<file path="src/design/upd7800_consts.svh">
// Constants for the uPD7800 slice
// Widths, reset values, sampling tick and interrupt vectors

`ifndef UPD7800_CONSTS_SVH
`define UPD7800_CONSTS_SVH

`define UPD_DATA_W      8
`define UPD_NUM_INT     3

// Interrupt sampling tick, in CLK cycles
`define UPD_TICK_DIV    12

// mb, mc and mk come out of reset as all ones
`define UPD_MODE_RESET  8'hFF

// Interrupt vectors
`define UPD_VEC_INT0    8'h04
`define UPD_VEC_INT1    8'h10
`define UPD_VEC_INT2    8'h20
`define UPD_VEC_SOFTI   8'h60

// mk bit that selects INT2 polarity
`define UPD_MK_INT2_POL 5

`endif

</file>
<file path="src/design/upd7800_pkg.sv">
// Shared types for the uPD7800 datapath and peripheral slice
// Data byte, special-register codes, ALU controls and interrupt indices

`include "upd7800_consts.svh"

package upd7800_pkg;

  // One data value on the internal bus
  typedef logic [`UPD_DATA_W-1:0] t_byte;

  // Special-register select codes, 6 and 7 unused
  typedef enum logic [2:0] {
    SPR_PA = 3'd0,
    SPR_PB = 3'd1,
    SPR_PC = 3'd2,
    SPR_MK = 3'd3,
    SPR_MB = 3'd4,
    SPR_MC = 3'd5
  } e_spr;

  // ALU operations
  typedef enum logic [3:0] {
    ALU_SUM,
    ALU_INC,
    ALU_DEC,
    ALU_OR,
    ALU_AND,
    ALU_EOR,
    ALU_LSL,
    ALU_ROL,
    ALU_LSR,
    ALU_ROR
  } e_alu_op;

  // Carry-in source for sums and rotates
  typedef enum logic [1:0] {
    CIN_NONE,
    CIN_ONE,
    CIN_CCO,
    CIN_PSW_CY
  } e_cin_sel;

  // External interrupt sources, lowest index wins
  typedef enum logic [1:0] {
    INT_IDX_0 = 2'd0,
    INT_IDX_1 = 2'd1,
    INT_IDX_2 = 2'd2
  } e_int_idx;

endpackage

</file>
<file path="src/design/spr_bus_if.sv">
// Special-register bus
// Select, write data and strobe from the host, read data and mask back

`timescale 1ns/1ns

interface spr_bus_if;
  import upd7800_pkg::*;

  e_spr  sel;
  t_byte wdata;
  logic  we;
  t_byte rdata;
  // Interrupt mask, owned by the interrupt controller
  t_byte mk;

  modport host (output sel, output wdata, output we, input rdata);

  modport port_side (input sel, input wdata, input we, input mk, output rdata);

  modport mask_side (input sel, input wdata, input we, output mk);

endinterface

</file>
<file path="src/design/alu_unit.sv">
// 8-bit ALU with operand latches and PSW flags
// Split-nibble adder, logic ops, shifts and decimal adjust

`timescale 1ns/1ns

module alu_unit (
  input  logic                  CLK,
  input  logic                  rst_n,
  input  upd7800_pkg::t_byte    op_data,
  input  logic                  ai_we,
  input  logic                  bi_we,
  input  logic                  alu_go,
  input  upd7800_pkg::e_alu_op  alu_op,
  input  upd7800_pkg::e_cin_sel cin_sel,
  input  logic                  bi_not,
  input  logic                  daa,
  input  logic                  psw_upd,
  output upd7800_pkg::t_byte    alu_result,
  output upd7800_pkg::t_byte    psw
);
  import upd7800_pkg::*;

  t_byte      ai, bi, ibi, co, res_nxt;
  logic       cco, cho, cco_nxt, cho_nxt;
  logic       z_flag, hc_flag, cy_flag;
  logic       addc, notbi, is_add;
  logic       pdah, pdal, pdac;
  logic [4:0] lsum, hsum;

  //////////////////////////////////////////////////
  // Operand latches

  always_ff @(posedge CLK) begin
    if (ai_we)
      ai <= op_data;
    if (bi_we)
      bi <= op_data;
  end

  //////////////////////////////////////////////////
  // Operand conditioning

  always_comb begin
    case (cin_sel)
      CIN_ONE:    addc = 1'b1;
      CIN_CCO:    addc = cco;
      CIN_PSW_CY: addc = cy_flag;
      default:    addc = 1'b0;
    endcase
    // INC always adds one
    if (alu_op == ALU_INC)
      addc = 1'b1;
  end

  assign notbi  = bi_not | (alu_op == ALU_DEC);
  assign is_add = (alu_op == ALU_SUM) | (alu_op == ALU_INC) | (alu_op == ALU_DEC);

  // Decimal adjust decisions from the PSW flags
  assign pdal = hc_flag | (ai[3:0] > 4'h9);
  assign pdah = cy_flag | (ai[7:4] > 4'h9) |
                (~hc_flag & (ai[3:0] > 4'h9) & (ai[7:4] == 4'h9));
  assign pdac = cy_flag | pdah;

  always_comb begin
    ibi = bi;
    if ((alu_op == ALU_INC) || (alu_op == ALU_DEC))
      ibi = '0;
    // Adjust constants replace b
    if (daa)
      ibi = {(pdah ? 4'h6 : 4'h0), (pdal ? 4'h6 : 4'h0)};
    ibi = ibi ^ {8{notbi}};
  end

  // Low nibble carries into high nibble
  assign lsum = {1'b0, ai[3:0]} + {1'b0, ibi[3:0]} + {4'b0, addc};
  assign hsum = {1'b0, ai[7:4]} + {1'b0, ibi[7:4]} + {4'b0, lsum[4]};

  //////////////////////////////////////////////////
  // Result select

  always_comb begin
    res_nxt = co;
    cco_nxt = cco;
    cho_nxt = cho;
    if (is_add) begin
      res_nxt = {hsum[3:0], lsum[3:0]};
      cco_nxt = daa ? pdac : hsum[4];
      cho_nxt = (lsum > 5'd9);
    end else begin
      case (alu_op)
        ALU_OR:  res_nxt = ai | ibi;
        ALU_AND: res_nxt = ai & ibi;
        ALU_EOR: res_nxt = ai ^ ibi;
        ALU_LSL,
        ALU_ROL: {cco_nxt, res_nxt} = {ai, addc & (alu_op == ALU_ROL)};
        ALU_LSR,
        ALU_ROR: {res_nxt, cco_nxt} = {addc & (alu_op == ALU_ROR), ai};
        default: res_nxt = co;
      endcase
    end
  end

  // Result register, one result in flight
  always_ff @(posedge CLK) begin
    if (alu_go)
      co <= res_nxt;
  end

  // Logic ops leave the carries alone
  always_ff @(posedge CLK) begin
    if (!rst_n) begin
      cco <= 1'b0;
      cho <= 1'b0;
    end else if (alu_go) begin
      cco <= cco_nxt;
      cho <= cho_nxt;
    end
  end

  //////////////////////////////////////////////////
  // PSW flags

  always_ff @(posedge CLK) begin
    if (!rst_n) begin
      z_flag  <= 1'b0;
      hc_flag <= 1'b0;
      cy_flag <= 1'b0;
    end else if (psw_upd) begin
      z_flag  <= ~|co;
      hc_flag <= cho;
      cy_flag <= cco;
    end
  end

  // Z in bit 6, HC in bit 4, CY in bit 0
  assign psw        = {1'b0, z_flag, 1'b0, hc_flag, 3'b000, cy_flag};
  assign alu_result = co;

  a_daa_only_sum: assert property (@(posedge CLK) disable iff (!rst_n)
    (alu_go && daa) |-> (alu_op == ALU_SUM))
    else $error("daa issued with a non-SUM operation");

endmodule

</file>
<file path="src/design/int_ctrl.sv">
// Interrupt controller for INT0, INT1 and INT2
// Tick sampling, pending bits, mask and enable, priority and vector

`timescale 1ns/1ns

`include "upd7800_consts.svh"

module int_ctrl (
  input  logic               CLK,
  input  logic               rst_n,
  input  logic               int0,
  input  logic               int1,
  input  logic               int2,
  input  logic               fetch_start,
  input  logic               int_ack,
  input  logic               ie_we,
  input  logic               ie_val,
  spr_bus_if.mask_side       spr,
  output logic               int_req,
  output upd7800_pkg::t_byte int_vector
);
  import upd7800_pkg::*;

  logic [3:0]              tick_cnt;
  logic                    tick;
  logic [3:0]              intv1, intv2;
  logic                    int2_smp;
  logic [`UPD_NUM_INT-1:0] pend, latched, enabled, ack_sel, set_edge;
  logic                    ie;
  t_byte                   mk;

  //////////////////////////////////////////////////
  // Sampling tick

  assign tick = (tick_cnt == 4'(`UPD_TICK_DIV - 1));

  always_ff @(posedge CLK) begin
    if (!rst_n)
      tick_cnt <= '0;
    else
      tick_cnt <= tick ? '0 : tick_cnt + 4'd1;
  end

  // mk bit 5 clear means INT2 is active low
  assign int2_smp = int2 ^ ~mk[`UPD_MK_INT2_POL];

  always_ff @(posedge CLK) begin
    if (!rst_n) begin
      intv1 <= '0;
      intv2 <= '0;
    end else if (tick) begin
      intv1 <= {intv1[2:0], int1};
      intv2 <= {intv2[2:0], int2_smp};
    end
  end

  // Edge seen as one low sample then three high
  always_comb begin
    set_edge = '0;
    set_edge[INT_IDX_1] = tick & (intv1 == 4'b0111);
    set_edge[INT_IDX_2] = tick & (intv2 == 4'b0111);
  end

  //////////////////////////////////////////////////
  // Pending, mask and enable

  always_ff @(posedge CLK) begin
    if (!rst_n) begin
      pend <= '0;
    end else begin
      pend <= (pend & ~(ack_sel & {`UPD_NUM_INT{int_ack}})) | set_edge;
      // INT0 is level sensitive
      pend[INT_IDX_0] <= int0 & ~(int_ack & ack_sel[INT_IDX_0]);
    end
  end

  always_ff @(posedge CLK) begin
    if (!rst_n)
      mk <= `UPD_MODE_RESET;
    else if (spr.we && (spr.sel == SPR_MK))
      mk <= spr.wdata;
  end

  assign spr.mk = mk;

  always_ff @(posedge CLK) begin
    if (!rst_n)
      ie <= 1'b0;
    else if (int_ack)
      ie <= 1'b0;
    else if (ie_we)
      ie <= ie_val;
  end

  // mk bits 0, 2 and 3 mask INT0, INT1 and INT2
  always_comb begin
    enabled = '0;
    enabled[INT_IDX_0] = ie & ~mk[0];
    enabled[INT_IDX_1] = ie & ~mk[2];
    enabled[INT_IDX_2] = ie & ~mk[3];
  end

  //////////////////////////////////////////////////
  // Latch at fetch, priority and vector

  always_ff @(posedge CLK) begin
    if (!rst_n)
      latched <= '0;
    else if (fetch_start)
      latched <= pend & enabled;
    else if (int_ack)
      latched <= latched & ~ack_sel;
  end

  // Fixed priority, INT0 first
  always_comb begin
    ack_sel = '0;
    if (latched[INT_IDX_0])
      ack_sel[INT_IDX_0] = 1'b1;
    else if (latched[INT_IDX_1])
      ack_sel[INT_IDX_1] = 1'b1;
    else if (latched[INT_IDX_2])
      ack_sel[INT_IDX_2] = 1'b1;
  end

  always_comb begin
    case (1'b1)
      ack_sel[INT_IDX_0]: int_vector = `UPD_VEC_INT0;
      ack_sel[INT_IDX_1]: int_vector = `UPD_VEC_INT1;
      ack_sel[INT_IDX_2]: int_vector = `UPD_VEC_INT2;
      default:            int_vector = `UPD_VEC_SOFTI;
    endcase
  end

  assign int_req = |latched;

  a_ack_with_req: assert property (@(posedge CLK) disable iff (!rst_n)
    int_ack |-> int_req)
    else $error("int_ack without a latched request");

endmodule

</file>
<file path="src/design/port_regs.sv">
// Port A/B/C output registers with port B/C mode registers
// Also the read multiplexer of the special-register bus

`timescale 1ns/1ns

`include "upd7800_consts.svh"

module port_regs (
  input  logic               CLK,
  input  logic               rst_n,
  input  upd7800_pkg::t_byte pb_in,
  input  upd7800_pkg::t_byte pc_in,
  spr_bus_if.port_side       spr,
  output upd7800_pkg::t_byte pa_out,
  output upd7800_pkg::t_byte pb_out,
  output upd7800_pkg::t_byte pb_oe,
  output upd7800_pkg::t_byte pc_out,
  output upd7800_pkg::t_byte pc_oe
);
  import upd7800_pkg::*;

  t_byte pa, pb, pc, mb, mc;
  t_byte rdata;

  always_ff @(posedge CLK) begin
    if (!rst_n) begin
      pa <= '0;
      pb <= '0;
      pc <= '0;
      mb <= `UPD_MODE_RESET;
      mc <= `UPD_MODE_RESET;
    end else if (spr.we) begin
      case (spr.sel)
        SPR_PA:  pa <= spr.wdata;
        SPR_PB:  pb <= spr.wdata;
        SPR_PC:  pc <= spr.wdata;
        SPR_MB:  mb <= spr.wdata;
        SPR_MC:  mc <= spr.wdata;
        default: ;
      endcase
    end
  end

  // Mode bit set means input
  assign pb_oe = ~mb;
  // Bits 6..3 always drive, bit 2 never
  assign pc_oe = {~mc[7], 4'b1111, 1'b0, ~mc[1:0]};

  assign pa_out = pa;
  assign pb_out = pb;
  assign pc_out = pc;

  //////////////////////////////////////////////////
  // Read mux, pins on input bits

  always_comb begin
    case (spr.sel)
      SPR_PA:  rdata = pa;
      SPR_PB:  rdata = (pb_in & ~pb_oe) | (pb & pb_oe);
      SPR_PC:  rdata = (pc_in & ~pc_oe) | (pc & pc_oe);
      SPR_MK:  rdata = spr.mk;
      SPR_MB:  rdata = mb;
      SPR_MC:  rdata = mc;
      default: rdata = '0;
    endcase
  end

  assign spr.rdata = rdata;

  a_no_bad_sel: assert property (@(posedge CLK) disable iff (!rst_n)
    spr.we |-> (spr.sel <= SPR_MC))
    else $error("special-register write to an unused code");

endmodule

</file>
<file path="src/design/upd7800_slice.sv">
// uPD7800 datapath and peripheral slice, top level
// ALU, interrupt controller and port registers on one special-register bus

`timescale 1ns/1ns

module upd7800_slice (
  input  logic                  CLK,
  input  logic                  rst_n,
  input  upd7800_pkg::e_spr     spr_sel,
  input  upd7800_pkg::t_byte    spr_wdata,
  input  logic                  spr_we,
  input  upd7800_pkg::t_byte    op_data,
  input  logic                  ai_we,
  input  logic                  bi_we,
  input  logic                  alu_go,
  input  upd7800_pkg::e_alu_op  alu_op,
  input  upd7800_pkg::e_cin_sel cin_sel,
  input  logic                  bi_not,
  input  logic                  daa,
  input  logic                  psw_upd,
  input  logic                  int0,
  input  logic                  int1,
  input  logic                  int2,
  input  logic                  fetch_start,
  input  logic                  int_ack,
  input  logic                  ie_we,
  input  logic                  ie_val,
  input  upd7800_pkg::t_byte    pb_in,
  input  upd7800_pkg::t_byte    pc_in,
  output upd7800_pkg::t_byte    spr_rdata,
  output upd7800_pkg::t_byte    alu_result,
  output upd7800_pkg::t_byte    psw,
  output logic                  int_req,
  output upd7800_pkg::t_byte    int_vector,
  output upd7800_pkg::t_byte    pa_out,
  output upd7800_pkg::t_byte    pb_out,
  output upd7800_pkg::t_byte    pb_oe,
  output upd7800_pkg::t_byte    pc_out,
  output upd7800_pkg::t_byte    pc_oe
);

  spr_bus_if spr ();

  // Host side of the bus comes straight from the ports
  assign spr.sel   = spr_sel;
  assign spr.wdata = spr_wdata;
  assign spr.we    = spr_we;
  assign spr_rdata = spr.rdata;

  alu_unit i_alu (
    .CLK        (CLK),
    .rst_n      (rst_n),
    .op_data    (op_data),
    .ai_we      (ai_we),
    .bi_we      (bi_we),
    .alu_go     (alu_go),
    .alu_op     (alu_op),
    .cin_sel    (cin_sel),
    .bi_not     (bi_not),
    .daa        (daa),
    .psw_upd    (psw_upd),
    .alu_result (alu_result),
    .psw        (psw)
  );

  int_ctrl i_int (
    .CLK         (CLK),
    .rst_n       (rst_n),
    .int0        (int0),
    .int1        (int1),
    .int2        (int2),
    .fetch_start (fetch_start),
    .int_ack     (int_ack),
    .ie_we       (ie_we),
    .ie_val      (ie_val),
    .spr         (spr.mask_side),
    .int_req     (int_req),
    .int_vector  (int_vector)
  );

  port_regs i_ports (
    .CLK    (CLK),
    .rst_n  (rst_n),
    .pb_in  (pb_in),
    .pc_in  (pc_in),
    .spr    (spr.port_side),
    .pa_out (pa_out),
    .pb_out (pb_out),
    .pb_oe  (pb_oe),
    .pc_out (pc_out),
    .pc_oe  (pc_oe)
  );

endmodule

</file>
<file path="config.mk">
export PLATFORM = sky130hd
export DESIGN_NAME = upd7800_slice
export DESIGN_NICKNAME = d
export VERILOG_FILES = /design/src/design/upd7800_pkg.sv /design/src/design/spr_bus_if.sv /design/src/design/alu_unit.sv /design/src/design/int_ctrl.sv /design/src/design/port_regs.sv /design/src/design/upd7800_slice.sv
export VERILOG_INCLUDE_DIRS = /design/src /design/src/design
export SDC_FILE = /design/constraint.sdc
export NUM_CORES = 1
export LEC_CHECK = 0
export ABC_CLOCK_PERIOD_IN_PS = 12720
export CORE_UTILIZATION = 32
export CTS_BUF_LIST = sky130_fd_sc_hd__clkbuf_2 sky130_fd_sc_hd__clkbuf_4 sky130_fd_sc_hd__clkbuf_8
export DETAILED_ROUTE_END_ITERATION = 10
export DONT_BUFFER_PORTS = 1
export GPL_TIMING_DRIVEN = 0
export HOLD_SLACK_MARGIN = 0.15
export MAX_ROUTING_LAYER = met4
export SLEW_MARGIN = 30
export SYNTH_ARGS = -nofsm -noshare
export SYNTH_HDL_FRONTEND = slang
export SYNTH_SLANG_ARGS = --single-unit
</file>
<file path="constraint.sdc">
create_clock -name CLK -period 12.72 [get_ports CLK]
set_clock_uncertainty 0.2 [all_clocks]
set_input_delay 3.816 -clock CLK [delete_from_list [all_inputs] [get_ports CLK]]
set_output_delay 3.816 -clock CLK [all_outputs]
set_load 0.02 [all_outputs]
</file>
## Yosys cells after proc, flatten, opt, wreduce, memory -nomap -nowiden

Index checks and enable logic that the tools add are counted.

| word-level totals | value |
|---|---|
| output and inout port bits | 73 |
| input port bits | 57 |
| bits in registers | 96 |
| word-level logic and storage cells | 141 |

| cells by class | value |
|---|---|
| bitwise operators | 48 |
| reductions and logical operators | 22 |
| equality and inequality tests | 21 |
| add/subtract/negate cells | 5 |
| $lt $le $gt $ge | 3 |
| muxes and demuxes | 22 |

Operator list:

| kind | count |
|---|---|
| $pmux W8 S6 | 1 |
| $and A8 B8 Y8 | 5 |
| $mux W8 | 5 |
| $pmux W8 S5 | 1 |
| $eq A4 B3 Y1 const B | 6 |
| $not A8 Y8 | 3 |
| $or A8 B8 Y8 | 3 |
| $eq A4 B4 Y1 const B | 4 |
| $reduce_and A2 Y1 | 8 |
| $xor A8 B8 Y8 | 2 |
| $and A3 B3 Y3 | 4 |
| $mux W3 | 4 |
| $and A1 B1 Y1 | 11 |
| $add A4 B4 Y5 | 2 |
| $add A5 B1 Y5 | 2 |
| $eq A4 B2 Y1 const B | 2 |
| $gt A4 B4 Y1 const B | 2 |
| $not A1 Y1 | 8 |
| $reduce_or A2 Y1 | 4 |
| $reduce_or A8 Y1 | 1 |
| $mux W1 | 7 |
| $mux W7 | 1 |
| $or A1 B1 Y1 | 7 |
| $eq A3 B2 Y1 const B | 2 |
| other kinds (23) | 26 |

## Longest topological paths before layout

| depth | value |
|---|---|
| depth in word-level cells | 12 |
| depth in mapped cells | 18 |
| depth with buffers taken out | 17 |

## By module

From an unflattened synthesis, not the netlist that was laid out.

| unflattened totals | value |
|---|---|
| cells, all modules | 588 |
| area total of the unflattened synthesis | 5580.4 um^2 |

Modules (own cells, without submodules):

| module | seq. area each (um^2) | area an instance (um^2) | cells an instance | instances |
|---|---|---|---|---|
| alu_unit | 820.8 | 2232.1 | 224 | 1 |
| port_regs | 800.8 | 2182.1 | 243 | 1 |
| int_ctrl | 540.5 | 1166.1 | 121 | 1 |

## Worst setup path before layout

OpenSTA, ideal clock, no wires.

| timing | value |
|---|---|
| path kind | input to output |
| from | input port spr_sel[0] |
| to | output port spr_rdata[0] |
| stages | 6 |
| data arrival time | 5.026 ns |
| setup slack | 3.678 ns |
| required time | 8.704 ns |
| buffers on the path | 3 |
| path through | buf_2 > buf_2 > buf_2 > a211oi_1 > a21oi_1 > o21ai_0 |

| on the way | value |
|---|---|
| longest elaborated chain between the ends | 2 |
| elaborated cells between the ends (all ways) | 7 |
| classes of those cells | 5 x eq/ne; 1 x mux; 1 x reduce/logical |

Ends and longest elaborated chain:

| item | RTL line | RTL |
|---|---|---|
| start, declared | upd7800_slice.sv:9 | `input upd7800_pkg::e_spr spr_sel,` |
| $eq A3 B3 Y1 (tied with other cells) | port_regs.sv:57 | `case (spr.sel)` |
| $pmux W8 S6 * | port_regs.sv:57 |  |
| end, declared | upd7800_slice.sv:30 | `output upd7800_pkg::t_byte spr_rdata,` |

Mark *: on every way between the ends. The rest lies on a longest branch, timed or not.

## Final worst setup path

Same ends and word-level chain as after synthesis.

==> results.txt <==
----------------------------------------------------
[Pwr]
  Ratio of total power to cell area ... 115.6 nW/um^2
  Maximum resistive drop on vdd ... 73.20 uV
  Leakage component of the power ... 2.431 nW
  Clock share of power ... 0.319
  Switching fraction of total power ... 0.2989
  Power after layout ... 694.1 uW
  Internal power ... 486.6 uW
  Part of the power in combinational logic ... 0.186
  Sequential cell fraction of total power ... 0.495
  Reported net switching power ... 207.5 uW

[Critical path]
  Reg-to-reg critical path startpoint ... i_alu.ai[1]
  CP Data Arrival Time ... 5490 ps
  R2r endpoint ... i_alu.cco
  Largest stage delay, worst path ... 590 ps
  Worst Setup Start Kind ... primary input
  R2R depth ... 15
  Worst path most repeated cell ... buf_2
  Crit path cell chain ... buf_2 -> buf_2 -> buf_2 -> a211oi_1 -> a21oi_1 -> o21ai_0
  Required time at the endpoint of the critical path ... 8700 ps
  Setup CP Type ... in -> out
  Register-to-Register Setup Slack ... 8850 ps
  Endpoint kind of the worst setup timing path ... output pin
  Critical path's slowest cell ... o21ai_0
  CP Max Fanout ... 10

[Yosys]
  Distinct cell type count of the synthesized netlist ... 59
  Most used flip-flop cell after synthesis ... dfxtp_1
  Post-synthesis cell area ... 5468 sq um
  Cell types occupying the most area after synthesis ... dfxtp_1, edfxtp_1, nand2_1
  Yosys top cell by area ... dfxtp_1
  Number of warnings printed during yosys synthesis ... 0
  Post-synth EDFFs ... 24
  Register area share after synthesis ... 0.3954
  Average size of a mapped cell ... 8.776 sq um
  Instance count of the mapped netlist ... 623
  Synth top area share ... 0.2636
  #FFs+latches synth ... 96
  Async set or reset register ratio after synthesis ... 0

[STA]
  RSZ-0062 raised after global routing ... no
  Final Setup Violations ... 0
  Final worst slack ... 3214 ps
  Pins Over Slew Limit ... 0
  Worst relative slew slack ... 0.5228
  Final hold violations ... 0
  Final total negative setup slack ... 0 ps
  Shortest period the worst path allows ... 9506 ps
  Ratio of final minimum period to clock period ... 0.7473
  Max Clk Rate ... 105.2 MHz
  Transition time of the tightest slew-check pin ... 708.4 ps

[Floorplan]
  Initial core utilization ... 0.3285
  Die Area ... 17610 sq um
  Height of the die ... 132.7 um
  Count of boundary I/O pins ... 130
  Core Region ... 16640 sq um
  Row count ... 47
  Horizontal die dimension ... 132.7 um

[Routing]
  Via density per instance ... 5.148
  Number of DRC violations after detailed-routing iteration 0 ... 319
  DRC violation count after routing ... 0
  Routed wirelength normalized by instance count ... 17.53 um
  Vias ... 4484
  Total length of routed wires ... 15270 um
  Detailed Routing Iterations Pass 1 ... 5
  Antenna Violating Nets Remaining ... 0

[Job]
  Max_cap viols ... 0

[Clocking]
  CTS sink count ... 96
  Clock tree from TritonCTS ... built
  CTS H-tree depth ... 3
  Number of buffers inserted during clock tree synthesis ... 9
  Clock-pin transition on the worst setup and hold timing paths ... 90 ps
  Gates resized, CTS repair ... 0
  Worst skew pair latency ... 370 ps
  Post-CTS setup buffer count ... 0
  Total of hold buffers inserted after clock tree synthesis ... 0
  Root buffer cell ... clkbuf_8
  Number of buffers between clock root and the deepest sink ... 2

[Hold path]
  Hold Path Sink ... i_int.tick_cnt[0]
  Hold Path Depth ... 1
  Worst Hold Class ... reg -> reg
  Worst hold start ... i_int.tick_cnt[0]

[Finish]
  Number of nets in the layout ... 724
  Fill cell count ... 1727
  Post-Layout Cell Count ... 871
  Layout cell share with drive strength beyond 1 ... 0.1029
  Top library cells by usage in the layout, fill and taps aside ... nand2_1, dfxtp_1, inv_1, a21oi_1, a21boi_0
  Antenna diode count ... 0
  Area growth, synth to finish ... 9.840%
  Layout Utilization ... 0.3609
  Most frequent standard cell in the layout excluding fill and tap cells ... nand2_1

[GRT]
  Aggregate global-route resource usage ... 0.1826
  Largest net degree at the start of global routing ... 17
  Global-route wire length before repair ... 24140 um
  Antenna violations before repair ... 0
  Overflow left after global routing ... 0
  Via count of the first global-routing pass ... 4327

[Place]
  Buffers added on ports ... 0
  Number of cells in the design after placement ... 855
  Post-placement setup slack ... 3213 ps
  Routability cong. ... 0.8800
  DPL Wire Length ... 11440 um

[Status]
  Run status ... finished, final reports clean

----------------------------------------------------
==> final cells by class <==
| class | count | area [sq um] | share of cell area |
|---|---|---|---|
| multi-input combinational | 456 | 2938 | 0.4892 |
| sequential | 96 | 2162 | 0.3600 |
| buffer | 54 | 304.0 | 0.05063 |
| tap | 220 | 275.3 | 0.04583 |
| clock buffer | 12 | 158.9 | 0.02646 |
| inverter | 29 | 108.9 | 0.01812 |
| clock inverter | 4 | 58.81 | 0.009792 |
==> routing by layer <==
layer	track usage	routed length, um	share of wire
met1	0.2293	6718	0.44
met2	0.2868	7219	0.47
met3	0.04368	1045	0.068
met4	0.06066	282	0.018
met5	-	0	0
==> worst max-delay path by stage <==
stage	startpoint	end	slack, ps	cells past startpoint
finish	spr_sel[0]	spr_rdata[0]	3210	6
global route	spr_sel[0]	spr_rdata[0]	3100	6
CTS	spr_sel[0]	spr_rdata[0]	3210	6
detailed placement	spr_sel[0]	spr_rdata[0]	3210	6
global placement	spr_sel[0]	spr_rdata[0]	3200	6
floorplan	spr_sel[0]	spr_rdata[0]	3680	6
==> power by group through the flow <==
stage | sequential, mW | combinational, mW | clock, mW
final | 0.344 | 0.129 | 0.221
after global routing | 0.345 | 0.143 | 0.237
after CTS | 0.344 | 0.128 | 0.226
after detailed placement | 0.351 | 0.128 | 0
after global placement | 0.351 | 0.128 | 0
after floorplan | 0.346 | 0.102 | 0
==> synth_stat cells, drive strengths merged, types with 2 or more instances <==
master and instances:
o31ai 2, and2 11, ha 17, nor2 21, a2bb2oi 3, o221ai 2
o22ai 10, nor4 2, a21o 6, edfxtp 24, xnor2 12, nand2 102
nand2b 8, mux2 4, clkbuf 12, a32oi 3, nand3 20, o2bb2ai 3
mux2i 14, a211oi 7, a22o 3, dfxtp 72, nor2b 24, a21oi 28
o211ai 14, fa 4, nand3b 6, inv 28, nor3b 7, o21a 4
buf 42, nand4b 5, conb 2, a22oi 10, a31oi 13, a211o 2
and3 8, a21boi 27, o22a 2, xor2 10, o21ai 15
==> through the flow <==
step | hold slack, ps | cell area (sq um)
detailed placement | 230.4 | 5788
global placement | 229.4 | 5788
CTS | 266.6 | 6006
floorplan | 217.2 | 5513
global route | 285.9 | 6006
finish | 260.9 | 6006
==> logic make-up (layout without fill, tap and decap cells) <==
kind of cell | after synthesis | count (layout) | share of synthesized area
buffers and inverters | 83 | 99 | 0.07551
AO/OA/AOI/OAI | 162 | 162 | 0.2092
adder cells (fa/ha/maj) | 21 | 21 | 0.05355
other | 2 | 14 | 0.001374
multiplexers | 18 | 18 | 0.03387
AND/OR/NAND/NOR | 219 | 219 | 0.1959
XOR/XNOR | 22 | 22 | 0.03524
flip-flops | 96 | 96 | 0.3954
==> critical path, delay by kind of cell <==
kind / cells / cell delay (ps)
buffers and inverters: 3 / 610
AO/OA/AOI/OAI: 3 / 1070
Power figures use the tool's default switching activity.
